## config.mk

```make
export PLATFORM = sky130hd
export DESIGN_NAME = gbc_io_top
export DESIGN_NICKNAME = d
export VERILOG_FILES = /design/src/logic/gbc_bus_pkg.sv /design/src/logic/gbc_io_pkg.sv /design/src/logic/io_router.sv /design/src/logic/timer_unit.sv /design/src/logic/interrupt_unit.sv /design/src/logic/scratch_regs.sv /design/src/logic/gbc_io_top.sv
export VERILOG_INCLUDE_DIRS = /design/src /design/src/logic
export SDC_FILE = /design/constraint.sdc
export NUM_CORES = 1
export LEC_CHECK = 0
export BUFFER_PORTS_ARGS = -buffer_cell sky130_fd_sc_hd__buf_4
export CAP_MARGIN = 25
export CORE_UTILIZATION = 55
export CTS_CLUSTER_SIZE = 14
export DETAILED_ROUTE_END_ITERATION = 8
export GPL_TIMING_DRIVEN = 0
export PLACE_DENSITY = 0.82
export SYNTH_ARGS = -nofsm -noshare
export SYNTH_HDL_FRONTEND = slang
export SYNTH_HIERARCHICAL = 1
export SYNTH_SLANG_ARGS = --single-unit
export TNS_END_PERCENT = 5
```

## constraint.sdc

```tcl
create_clock -name clock_in -period 5.61 [get_ports clock_in]
set_clock_uncertainty 0.2 [all_clocks]
set_input_delay 0.2805 -clock clock_in [delete_from_list [all_inputs] [get_ports clock_in]]
set_output_delay 0.2805 -clock clock_in [all_outputs]
set_load 0.02 [all_outputs]
```

## src/logic/gbc_settings.svh

```systemverilog
`ifndef GBC_SETTINGS_SVH
`define GBC_SETTINGS_SVH

// Bus widths
`define GBC_DATA_W 8
`define GBC_ADDR_W 16

// Interrupt sources, one bit each in IF and IE
`define GBC_IRQ_N 5

// Free-running divider behind DIV
`define GBC_DIV_W 16

// Start of the memory-mapped register page
`define GBC_IO_BASE 16'hFF00

// Divider bit watched for each TAC rate select
`define GBC_TAP_0 9
`define GBC_TAP_1 3
`define GBC_TAP_2 5
`define GBC_TAP_3 7

`endif

```

## src/logic/gbc_bus_pkg.sv

```systemverilog
`default_nettype none

`include "gbc_settings.svh"

package gbc_bus_pkg;

   // ========================================================================
   // CPU side of the router
   // ========================================================================

   typedef struct packed {
      logic [`GBC_ADDR_W-1:0] addr;
      logic [`GBC_DATA_W-1:0] wdata;
      logic                   write;
   } cpu_req_t;

   // Read data only, writes get no response
   typedef struct packed {
      logic [`GBC_DATA_W-1:0] rdata;
   } cpu_rsp_t;

   // ========================================================================
   // Router to register units
   // ========================================================================

   // Strobes are high for the accept cycle only
   typedef struct packed {
      logic [7:0]             addr;
      logic [`GBC_DATA_W-1:0] wdata;
      logic                   wr;
      logic                   rd;
   } io_access_t;

   // Returned combinationally by each unit
   typedef struct packed {
      logic                   hit;
      logic [`GBC_DATA_W-1:0] data;
   } io_read_t;

   typedef enum logic [0:0] {
      ROUTER_IDLE = 1'b0,
      ROUTER_HOLD = 1'b1
   } router_state_e;

endpackage

`default_nettype wire

```

## src/logic/gbc_io_pkg.sv

```systemverilog
`default_nettype none

package gbc_io_pkg;

   // Low byte of each mapped register address
   typedef enum logic [7:0] {
      REG_SB   = 8'h01,
      REG_SC   = 8'h02,
      REG_DIV  = 8'h04,
      REG_TIMA = 8'h05,
      REG_TMA  = 8'h06,
      REG_TAC  = 8'h07,
      REG_IF   = 8'h0F,
      REG_KEY1 = 8'h4D,
      REG_RP   = 8'h56,
      // 0xFFFF arrives with its low byte only
      REG_IE   = 8'hFF
   } io_reg_e;

   // Bit positions in IF and IE, lowest wins
   typedef enum logic [2:0] {
      IRQ_VBLANK  = 3'd0,
      IRQ_LCDSTAT = 3'd1,
      IRQ_TIMER   = 3'd2,
      IRQ_SERIAL  = 3'd3,
      IRQ_JOYPAD  = 3'd4
   } irq_src_e;

   // TAC bits 1..0
   typedef enum logic [1:0] {
      TAC_RATE_4K   = 2'd0,
      TAC_RATE_262K = 2'd1,
      TAC_RATE_65K  = 2'd2,
      TAC_RATE_16K  = 2'd3
   } tac_rate_e;

endpackage

`default_nettype wire

```

## src/logic/io_router.sv

```systemverilog
`timescale 1ns/1ps
`default_nettype none

`include "gbc_settings.svh"

module io_router (
   input  logic                    clock_in,
   input  logic                    synch_reset,
   input  logic                    req_valid,
   output logic                    req_ready,
   input  gbc_bus_pkg::cpu_req_t   req,
   output logic                    rsp_valid,
   input  logic                    rsp_ready,
   output gbc_bus_pkg::cpu_rsp_t   rsp,
   output gbc_bus_pkg::io_access_t io_acc,
   input  gbc_bus_pkg::io_read_t   timer_rd,
   input  gbc_bus_pkg::io_read_t   intr_rd,
   input  gbc_bus_pkg::io_read_t   scratch_rd
);
   import gbc_bus_pkg::*;

   localparam int ADDR_W = `GBC_ADDR_W;
   localparam int DATA_W = `GBC_DATA_W;
   localparam logic [ADDR_W-1:0] IO_BASE = `GBC_IO_BASE;
   localparam logic [ADDR_W-1:0] IE_ADDR = IO_BASE | 16'h00FF;

   router_state_e     state_q;
   logic              accept;
   logic              io_sel;
   logic              any_hit;
   logic [DATA_W-1:0] merged;
   cpu_rsp_t          rsp_q;

   // One read in flight, new requests wait for the response to drain
   assign req_ready = (state_q == ROUTER_IDLE);
   assign accept    = req_valid && req_ready;

   // Lower half of the I/O page, or the enable byte
   assign io_sel = accept && ((req.addr[ADDR_W-1:7] == IO_BASE[ADDR_W-1:7])
                              || (req.addr == IE_ADDR));

   assign io_acc = '{addr:  req.addr[7:0],
                     wdata: req.wdata,
                     wr:    io_sel && req.write,
                     rd:    io_sel && !req.write};

   // Units drive data only alongside hit
   assign any_hit = timer_rd.hit | intr_rd.hit | scratch_rd.hit;
   assign merged  = ({DATA_W{timer_rd.hit}}   & timer_rd.data)
                  | ({DATA_W{intr_rd.hit}}    & intr_rd.data)
                  | ({DATA_W{scratch_rd.hit}} & scratch_rd.data);

   always_ff @(posedge clock_in) begin
      if (synch_reset) begin
         state_q <= ROUTER_IDLE;
      end else begin
         case (state_q)
            ROUTER_IDLE: if (accept && !req.write) state_q <= ROUTER_HOLD;
            ROUTER_HOLD: if (rsp_ready) state_q <= ROUTER_IDLE;
            default:     state_q <= ROUTER_IDLE;
         endcase
      end
   end

   // Response payload, unmapped reads float high
   always_ff @(posedge clock_in) begin
      if (accept && !req.write) begin
         rsp_q.rdata <= any_hit ? merged : {DATA_W{1'b1}};
      end
   end

   assign rsp_valid = (state_q == ROUTER_HOLD);
   assign rsp       = rsp_q;

   a_rsp_held: assert property (@(posedge clock_in) disable iff (synch_reset)
      rsp_valid && !rsp_ready |=> rsp_valid && $stable(rsp));

   // Address decode in the three units must not overlap
   a_one_hit: assert property (@(posedge clock_in) disable iff (synch_reset)
      $onehot0({timer_rd.hit, intr_rd.hit, scratch_rd.hit}));

endmodule

`default_nettype wire

```

## src/logic/timer_unit.sv

```systemverilog
`timescale 1ns/1ps
`default_nettype none

`include "gbc_settings.svh"

module timer_unit (
   input  logic                    clock_in,
   input  logic                    synch_reset,
   input  gbc_bus_pkg::io_access_t io_acc,
   output gbc_bus_pkg::io_read_t   rd,
   output logic                    timer_irq
);
   import gbc_bus_pkg::*;
   import gbc_io_pkg::*;

   localparam int DIV_W  = `GBC_DIV_W;
   localparam int DATA_W = `GBC_DATA_W;

   logic [DIV_W-1:0]  div_q;
   logic [DATA_W-1:0] tima_q;
   logic [DATA_W-1:0] tma_q;
   logic [2:0]        tac_q;
   tac_rate_e         rate;
   logic              tap;
   logic              tap_q;
   logic              tick;
   logic              overflow;
   logic              wr_div;
   logic              wr_tima;
   logic              wr_tma;
   logic              wr_tac;

   assign wr_div  = io_acc.wr && (io_acc.addr == REG_DIV);
   assign wr_tima = io_acc.wr && (io_acc.addr == REG_TIMA);
   assign wr_tma  = io_acc.wr && (io_acc.addr == REG_TMA);
   assign wr_tac  = io_acc.wr && (io_acc.addr == REG_TAC);

   // ========================================================================
   // Rate tap and edge detect
   // ========================================================================

   assign rate = tac_rate_e'(tac_q[1:0]);

   always_comb begin
      case (rate)
         TAC_RATE_4K:   tap = div_q[`GBC_TAP_0];
         TAC_RATE_262K: tap = div_q[`GBC_TAP_1];
         TAC_RATE_65K:  tap = div_q[`GBC_TAP_2];
         default:       tap = div_q[`GBC_TAP_3];
      endcase
   end

   // Falling edge of the tap, counted only while enabled
   assign tick     = tac_q[2] && tap_q && !tap;
   // A CPU write to TIMA in the same cycle cancels the reload
   assign overflow = tick && (tima_q == {DATA_W{1'b1}}) && !wr_tima;

   always_ff @(posedge clock_in) begin
      if (synch_reset) begin
         div_q     <= '0;
         tima_q    <= '0;
         tma_q     <= '0;
         tac_q     <= '0;
         tap_q     <= 1'b0;
         timer_irq <= 1'b0;
      end else begin
         div_q     <= wr_div ? '0 : div_q + 1'b1;
         tap_q     <= tap;
         timer_irq <= overflow;
         if (wr_tima) begin
            tima_q <= io_acc.wdata;
         end else if (overflow) begin
            tima_q <= tma_q;
         end else if (tick) begin
            tima_q <= tima_q + 1'b1;
         end
         if (wr_tma) tma_q <= io_acc.wdata;
         if (wr_tac) tac_q <= io_acc.wdata[2:0];
      end
   end

   // Read side, DIV shows the top byte of the counter
   always_comb begin
      rd.hit = io_acc.rd;
      case (io_acc.addr)
         REG_DIV:  rd.data = div_q[DIV_W-1 -: DATA_W];
         REG_TIMA: rd.data = tima_q;
         REG_TMA:  rd.data = tma_q;
         REG_TAC:  rd.data = {5'b11111, tac_q};
         default: begin
            rd.hit  = 1'b0;
            rd.data = '0;
         end
      endcase
   end

   a_irq_single: assert property (@(posedge clock_in) disable iff (synch_reset)
      timer_irq |=> !timer_irq);

endmodule

`default_nettype wire

```

## src/logic/interrupt_unit.sv

```systemverilog
`timescale 1ns/1ps
`default_nettype none

`include "gbc_settings.svh"

module interrupt_unit (
   input  logic                     clock_in,
   input  logic                     synch_reset,
   input  gbc_bus_pkg::io_access_t  io_acc,
   output gbc_bus_pkg::io_read_t    rd,
   input  logic                     timer_irq,
   input  logic [`GBC_IRQ_N-1:0]    ext_irq,
   output logic                     irq_valid,
   output gbc_io_pkg::irq_src_e     irq_src
);
   import gbc_bus_pkg::*;
   import gbc_io_pkg::*;

   localparam int IRQ_N = `GBC_IRQ_N;

   logic [IRQ_N-1:0] if_q;
   logic [IRQ_N-1:0] ie_q;
   logic [IRQ_N-1:0] set_req;
   logic [IRQ_N-1:0] pend;
   irq_src_e         src_next;
   logic             wr_if;
   logic             wr_ie;

   assign wr_if = io_acc.wr && (io_acc.addr == REG_IF);
   assign wr_ie = io_acc.wr && (io_acc.addr == REG_IE);

   // Timer slot comes from the timer unit, not the external vector
   always_comb begin
      set_req            = ext_irq;
      set_req[IRQ_TIMER] = timer_irq;
   end

   assign pend = if_q & ie_q;

   // Lowest set bit wins, so scan from the top down
   always_comb begin
      src_next = IRQ_VBLANK;
      for (int i = IRQ_N - 1; i >= 0; i--) begin
         if (pend[i]) src_next = irq_src_e'(3'(i));
      end
   end

   always_ff @(posedge clock_in) begin
      if (synch_reset) begin
         if_q      <= '0;
         ie_q      <= '0;
         irq_valid <= 1'b0;
         irq_src   <= IRQ_VBLANK;
      end else begin
         // Sets win over a CPU clear in the same cycle
         if_q      <= (wr_if ? io_acc.wdata[IRQ_N-1:0] : if_q) | set_req;
         if (wr_ie) ie_q <= io_acc.wdata[IRQ_N-1:0];
         irq_valid <= |pend;
         irq_src   <= src_next;
      end
   end

   always_comb begin
      rd.hit = io_acc.rd;
      case (io_acc.addr)
         REG_IF:  rd.data = {3'b111, if_q};
         REG_IE:  rd.data = {3'b000, ie_q};
         default: begin
            rd.hit  = 1'b0;
            rd.data = '0;
         end
      endcase
   end

   // irq_valid lags IF and IE by one cycle
   a_src_pending: assert property (@(posedge clock_in) disable iff (synch_reset)
      irq_valid |-> |($past(pend) & ({{(IRQ_N-1){1'b0}}, 1'b1} << irq_src)));

endmodule

`default_nettype wire

```

## src/logic/scratch_regs.sv

```systemverilog
`timescale 1ns/1ps
`default_nettype none

module scratch_regs (
   input  logic                    clock_in,
   input  logic                    synch_reset,
   input  gbc_bus_pkg::io_access_t io_acc,
   output gbc_bus_pkg::io_read_t   rd
);
   import gbc_bus_pkg::*;
   import gbc_io_pkg::*;

   localparam int NREGS = 4;

   // Slot order SB, SC, KEY1, RP from index 0 up
   localparam logic [NREGS-1:0][7:0] REG_ADDR = {REG_RP, REG_KEY1, REG_SC, REG_SB};
   localparam logic [NREGS-1:0][7:0] REG_INIT = {8'h3E, 8'hFD, 8'h7C, 8'h00};

   logic [NREGS-1:0][7:0] regs_q;

   always_ff @(posedge clock_in) begin
      for (int i = 0; i < NREGS; i++) begin
         if (synch_reset) begin
            regs_q[i] <= REG_INIT[i];
         end else if (io_acc.wr && (io_acc.addr == REG_ADDR[i])) begin
            regs_q[i] <= io_acc.wdata;
         end
      end
   end

   // Plain storage, read back as written
   always_comb begin
      rd.hit  = 1'b0;
      rd.data = '0;
      for (int i = 0; i < NREGS; i++) begin
         if (io_acc.rd && (io_acc.addr == REG_ADDR[i])) begin
            rd.hit  = 1'b1;
            rd.data = regs_q[i];
         end
      end
   end

endmodule

`default_nettype wire

```

## src/logic/gbc_io_top.sv

```systemverilog
`timescale 1ns/1ps
`default_nettype none

`include "gbc_settings.svh"

module gbc_io_top (
   input  logic                  clock_in,
   input  logic                  synch_reset,
   input  logic                  req_valid,
   output logic                  req_ready,
   input  gbc_bus_pkg::cpu_req_t req,
   output logic                  rsp_valid,
   input  logic                  rsp_ready,
   output gbc_bus_pkg::cpu_rsp_t rsp,
   input  logic [`GBC_IRQ_N-1:0] ext_irq,
   output logic                  irq_valid,
   output gbc_io_pkg::irq_src_e  irq_src
);
   import gbc_bus_pkg::*;

   io_access_t io_acc;
   io_read_t   timer_rd;
   io_read_t   intr_rd;
   io_read_t   scratch_rd;
   logic       timer_irq;

   // ========================================================================
   // Request router and the three register units
   // ========================================================================

   io_router router_i (
      .clock_in    (clock_in),
      .synch_reset (synch_reset),
      .req_valid   (req_valid),
      .req_ready   (req_ready),
      .req         (req),
      .rsp_valid   (rsp_valid),
      .rsp_ready   (rsp_ready),
      .rsp         (rsp),
      .io_acc      (io_acc),
      .timer_rd    (timer_rd),
      .intr_rd     (intr_rd),
      .scratch_rd  (scratch_rd)
   );

   timer_unit timer_i (
      .clock_in    (clock_in),
      .synch_reset (synch_reset),
      .io_acc      (io_acc),
      .rd          (timer_rd),
      .timer_irq   (timer_irq)
   );

   interrupt_unit intr_i (
      .clock_in    (clock_in),
      .synch_reset (synch_reset),
      .io_acc      (io_acc),
      .rd          (intr_rd),
      .timer_irq   (timer_irq),
      .ext_irq     (ext_irq),
      .irq_valid   (irq_valid),
      .irq_src     (irq_src)
   );

   scratch_regs scratch_i (
      .clock_in    (clock_in),
      .synch_reset (synch_reset),
      .io_acc      (io_acc),
      .rd          (scratch_rd)
   );

endmodule

`default_nettype wire

```

Yosys cells after proc, flatten, opt, wreduce, memory -nomap -nowiden
Cells that the tools add are included.
{"block": "word_totals", "ff_bits": 92, "inputBits": 34, "output_inout_bits": 14, "wordCells": 101}
{"block": "op_classes", "addsub": 2, "n_eq_ne": 15, "mux": 20, "bitwise": 10, "reduce_logical": 36}
{"op": "$mux 9", "count": 4}
{"op": "$eq 8x3->1 const B", "count": 4}
{"op": "$pmux 8 s4", "count": 1}
{"op": "$and 8x8->8", "count": 3}
{"op": "$mux 8", "count": 3}
{"op": "$logic_and 1x1->1", "count": 23}
{"op": "$add 16x1->16 const B", "count": 1}
{"op": "$eq 16x16->1 const B", "count": 1}
{"op": "$eq 8x7->1 const B", "count": 2}
{"op": "$eq 8x8->1 const B", "count": 2}
{"op": "$or 8x8->8", "count": 2}
{"op": "$pmux 8 s2", "count": 1}
{"op": "$reduce_or 5->1", "count": 2}
{"op": "$eq 9x9->1 const B", "count": 1}
{"op": "$add 8x1->8 const B", "count": 1}
{"op": "$eq 8x1->1 const B", "count": 1}
{"op": "$eq 8x2->1 const B", "count": 1}
{"op": "$eq 8x4->1 const B", "count": 1}
{"op": "$reduce_or 2->1", "count": 3}
{"op": "$and 5x5->5", "count": 1}
{"op": "$mux 1", "count": 5}
{"op": "$mux 5", "count": 1}
{"op": "$or 5x5->5", "count": 1}
{"op": "$mux 2", "count": 2}
{"op": "13 further kinds", "count": 16}

Depth between registers and ports, before layout
{"block": "logic_depth", "ltp_word": 11, "mapped_depth": 12, "mapped_depth_nobuf": 9}

Hierarchy
Netlist, hierarchy kept.
{"module": "timer_unit", "n_inst": 1, "cells_each": 221, "area_each_um2": 2055.7, "seq_area_each_um2": 740.7}
{"module": "scratch_regs", "n_inst": 1, "cells_each": 152, "area_each_um2": 1485.2, "seq_area_each_um2": 640.6}
{"module": "interrupt_unit", "n_inst": 1, "cells_each": 84, "area_each_um2": 729.4, "seq_area_each_um2": 280.3}
{"module": "io_router", "n_inst": 1, "cells_each": 59, "area_each_um2": 615.6, "seq_area_each_um2": 260.2}

Least setup slack after synthesis
OpenSTA, ideal clock, no wires.
{"block": "synth_path", "path_type": "register to register", "from": "register router_i.state_q (netlist: router_i/rsp_valid)", "to": "register router_i.rsp_q (netlist bit router_i/rsp[5]) (data pin)", "setup_ns": 0.132, "arrival_time_ns": 2.182, "t_required_ns": 5.278, "path_slack_ns": 3.095, "stages_incl_launch_ff": 13, "n_path_buf": 3, "period_less_slack_ns": 2.515, "cell_sequence": "dfxtp_1 > nand2b_1 > nor2_1 > and4b_1 > and4b_1 > and3_1 > buf_2 > nor2_1 > o21ai_1 > buf_4 > or3_4 > buf_6 > nand2_1"}
{"item": "start: declaration", "line_no": "io_router.sv:27", "source": "router_state_e state_q;"}
{"item": "start signal: assignment", "line_no": "io_router.sv:55", "source": "state_q <= ROUTER_IDLE;"}
{"item": "start signal: assignment", "line_no": "io_router.sv:58", "source": "ROUTER_IDLE: if (accept && !req.write) state_q <= ROUTER_HOLD;"}
{"item": "start signal: assignment", "line_no": "io_router.sv:59", "source": "ROUTER_HOLD: if (rsp_ready) state_q <= ROUTER_IDLE;"}
{"item": "end: declaration", "line_no": "io_router.sv:32", "source": "cpu_rsp_t rsp_q;"}

==> impl_metrics.csv <==
group,metric,value,unit
drt,wl_per_cell,18.6,µm
grt,overflow,0,
cells_and_area,final-instance-count-excl-fill,685,
clock_tree,cts.path.max_buffers,2,
setup_path,slowest_delay,0.66,ns
cells_and_area,diodes,0,
clock_tree,cts_setup_buffers,0,
sta,worst_pin_slew,0.775,ns
sta,tns,0,ns
setup_path,path_max_fanout,12,
hold_path,worstHoldPathType,"primary input to flip-flop",
cells_and_area,multi_input_area,2580,µm²
cells_and_area,ff_latch_area,1920,µm²
place,hpwl,8690,µm
cells_and_area,layout_commonest_cell,"dfxtp_1",
drt,drt_iter0_drc,394,
sta,slew_headroom,48.1,%
logic_synthesis,ys_types,64,
cells_and_area,mostFrequentLayoutCells,"dfxtp_1 (84), nor2_1 (77), buf_4 (59), mux2i_1 (37), nand2_1 (32)",
logic_synthesis,async_reset_ff_share,0,%
logic_synthesis,synth_edf_count,8,
setup_path,cpLargestDelayFamily,"simple AND/OR/NAND/NOR gates",
clock_tree,cts-root-buf,"clkbuf_8",
floorplanning,dieArea,9260,µm²
floorplanning,rows,34,
logic_synthesis,syn_nets,552,
logic_synthesis,syn_inst,516,
flow_run,maxCapViolations,0,
sta,rsz0062_at_grt,"no",
drt,postRouteAntennaNets,0,
setup_path,start_kind,"flip-flop",
cells_and_area,fillers,712,
clock_tree,cts.sink_count,92,
drt,drtPass1Iterations,8,
setup_path,cp_cell_sequence,"nand2b_1 -> nor2_1 -> and4_1 -> and4b_1 -> nand3_1 -> buf_2 -> a211o_1",
floorplanning,start_util,56.3,%
setup_path,worst-path-buf-inv,1,
cells_and_area,final_layout_size_suffix_gt1_share,20.8,%
setup_path,end_kind,"flip-flop",
drt,routed_wl,12700,µm
floorplanning,dieWidth,96.3,µm
setup_path,crit_type,"flip-flop to flip-flop",
grt,grt_max_degree,20,
grt,grt_pass1_vias,3953,
sta,fin_crit,2.82,ns
power,cellPowerDensity,237,nW/µm²
clock_tree,cts_tree,"built",
grt,grt_pass1_wl,19300,µm
floorplanning,core-area,8680,µm²
drt,drc,0,
clock_tree,cts.clk_slew.worst_paths,0.10,ns
clock_tree,htree_num_levels,3,
grt,antenna_found_initial,0,
clock_tree,clock_latency,0.37,ns
logic_synthesis,synth.avg_cell_area,9.47,µm²
sta,timing.final.crit_share,50.3,%
floorplanning,num_io_pins,48,
sta,setup_viol,0,
sta,hold_violations,0,
floorplanning,die_h,96.3,µm
place,place.gp.congestion,0.882,
sta,drv_slew,0,
place,dpl.cell_count,662,
setup_path,worst_ep_required_time,5.66,ns
place,port-buffer-count,38,
cells_and_area,nNetsFinal,608,
clock_tree,cts_buffers,9,
logic_synthesis,ys_warn_count,6,
setup_path,cp_data_arrival_time,2.87,ns
run_status,outcome,"finished clean",
logic_synthesis,ys_ff_latch,92,
power,vdd_drop_max,0.000129,V
logic_synthesis,ys.flop_type,"dfxtp_1",
grt,grt_usage,27.8,%
power,cellLeakagePower,2.15,nW
drt,via_per_inst,6.20,
sta,fmax,0.355,GHz
drt,vias,4248,
logic_synthesis,synth_area,4890,µm²
logic_synthesis,ys_seq_area_share,39.3,%
cells_and_area,area_growth,15.2,%
setup_path,slowest_stage,"and4_1",
==> worst paths after layout <==
check | start | end | slack (ns) | cells past startpoint
max | router_i/rsp_valid$_SDFF_PP0_ | scratch_i/regs_q[18]$_SDFFE_PP1P_ | 2.79 | 7
min | rsp_ready | router_i/rsp_valid$_SDFF_PP0_ | 0.02 | 3
max reg2reg | router_i/rsp_valid$_SDFF_PP0_ | scratch_i/regs_q[18]$_SDFFE_PP1P_ | 2.79 | 7
min reg2reg | timer_i/div_q[0]$_SDFF_PP0_ | timer_i/div_q[0]$_SDFF_PP0_ | 0.28 | 1
==> sequential cells by signal, summed over array words and instances, names as in the netlist, 3 cells and up <==
register	flops
scratch_i/regs_q	32
timer_i/div_q	16
router_i/rsp	8
timer_i/tima_q	8
timer_i/tma_q	8
intr_i/ie_q	5
intr_i/if_q	5
intr_i/irq_src	3
timer_i/tac_q	3
==> cell usage after synthesis, types with 5 or more instances <==
cell / n / area share (%)
mux2i_1: 37 / 7.6
buf_6: 7 / 1.6
nor2b_1: 9 / 1.2
and3_1: 9 / 1.2
o31ai_1: 5 / 0.77
xnor2_1: 5 / 0.90
mux2_2: 9 / 2.1
inv_1: 13 / 1.0
buf_2: 8 / 0.82
edfxtp_1: 8 / 4.9
a222oi_1: 8 / 1.6
nand2b_1: 13 / 1.7
nand2_1: 32 / 2.5
a22oi_1: 21 / 3.2
a41oi_1: 8 / 1.4
o21ai_1: 8 / 0.82
xor2_1: 6 / 1.1
nor2_1: 77 / 5.9
buf_4: 21 / 3.2
a21oi_1: 11 / 1.1
o21ai_0: 10 / 1.0
dfxtp_1: 84 / 34
clkbuf_1: 8 / 0.61
nand3_1: 13 / 1.3
and4_1: 5 / 0.90
a211o_1: 17 / 3.0
o22ai_1: 6 / 0.77
nand4_1: 6 / 0.77
==> layout make-up <==
| class | count | area share, % |
|---|---|---|
| Multi-Input combinational cell | 364 | 45.8 |
| Sequential cell | 92 | 34.1 |
| Timing Repair Buffer | 45 | 6.31 |
| Buffer | 47 | 6.00 |
| Tap cell | 108 | 2.40 |
| Clock inverter | 7 | 2.27 |
| Clock buffer | 9 | 2.20 |
| Inverter | 13 | 0.867 |
==> repair_timing <==
| item | 4_1_cts | 5_1_grt |
|---|---|---|
| hold buffers | 7 | 0 |
| resized for setup | 0 | 0 |
| hold endpoints to repair | 8 | 0 |
==> metal layers <==
layer  wire [µm]  track usage [%]
met4         344             13.3
met2        6090             47.1
met5           0                0
met3         880             4.42
met1        5400             34.3
==> tightest hold or removal path, cell delays in order <==
cell and delay [ns]:
buf_4 0.08, o22ai_1 0.07, nor2b_1 0.12
==> kinds of logic after synthesis <==
kind of cell	after synthesis	synth area share [%]
muxes	50	11.3
buffers and inverters	60	7.91
adders and majority gates	2	0.512
and+or+nand+nor	190	21.7
DFF	92	39.3
AOI/OAI and AO/OA	111	17.2
xor gates and xnor gates	11	1.97
==> stage by stage <==
step	util, %	setup slack (ns)	hold slack [ns]	cell area [µm²]	power, W
finish	64.9	2.79	0.0211	5630	0.00134
global route	64.9	2.75	0.0123	5630	0.00138
CTS	64.9	2.86	0.0115	5630	0.00134
detailed placement	61.1	2.83	0.255	5310	0.000787
global placement	61.1	2.84	0.244	5310	0.000785
floorplan	-	3.10	0.152	4890	0.000749
==> report_power, final <==
group | internal [W] | switching [W] | total (W)
logic | 0.0000443 | 0.0000588 | 0.000103
registers | 0.000669 | 0.00000605 | 0.000675
clock network | 0.000304 | 0.000254 | 0.000558
Power figures use the tool's default switching activity.
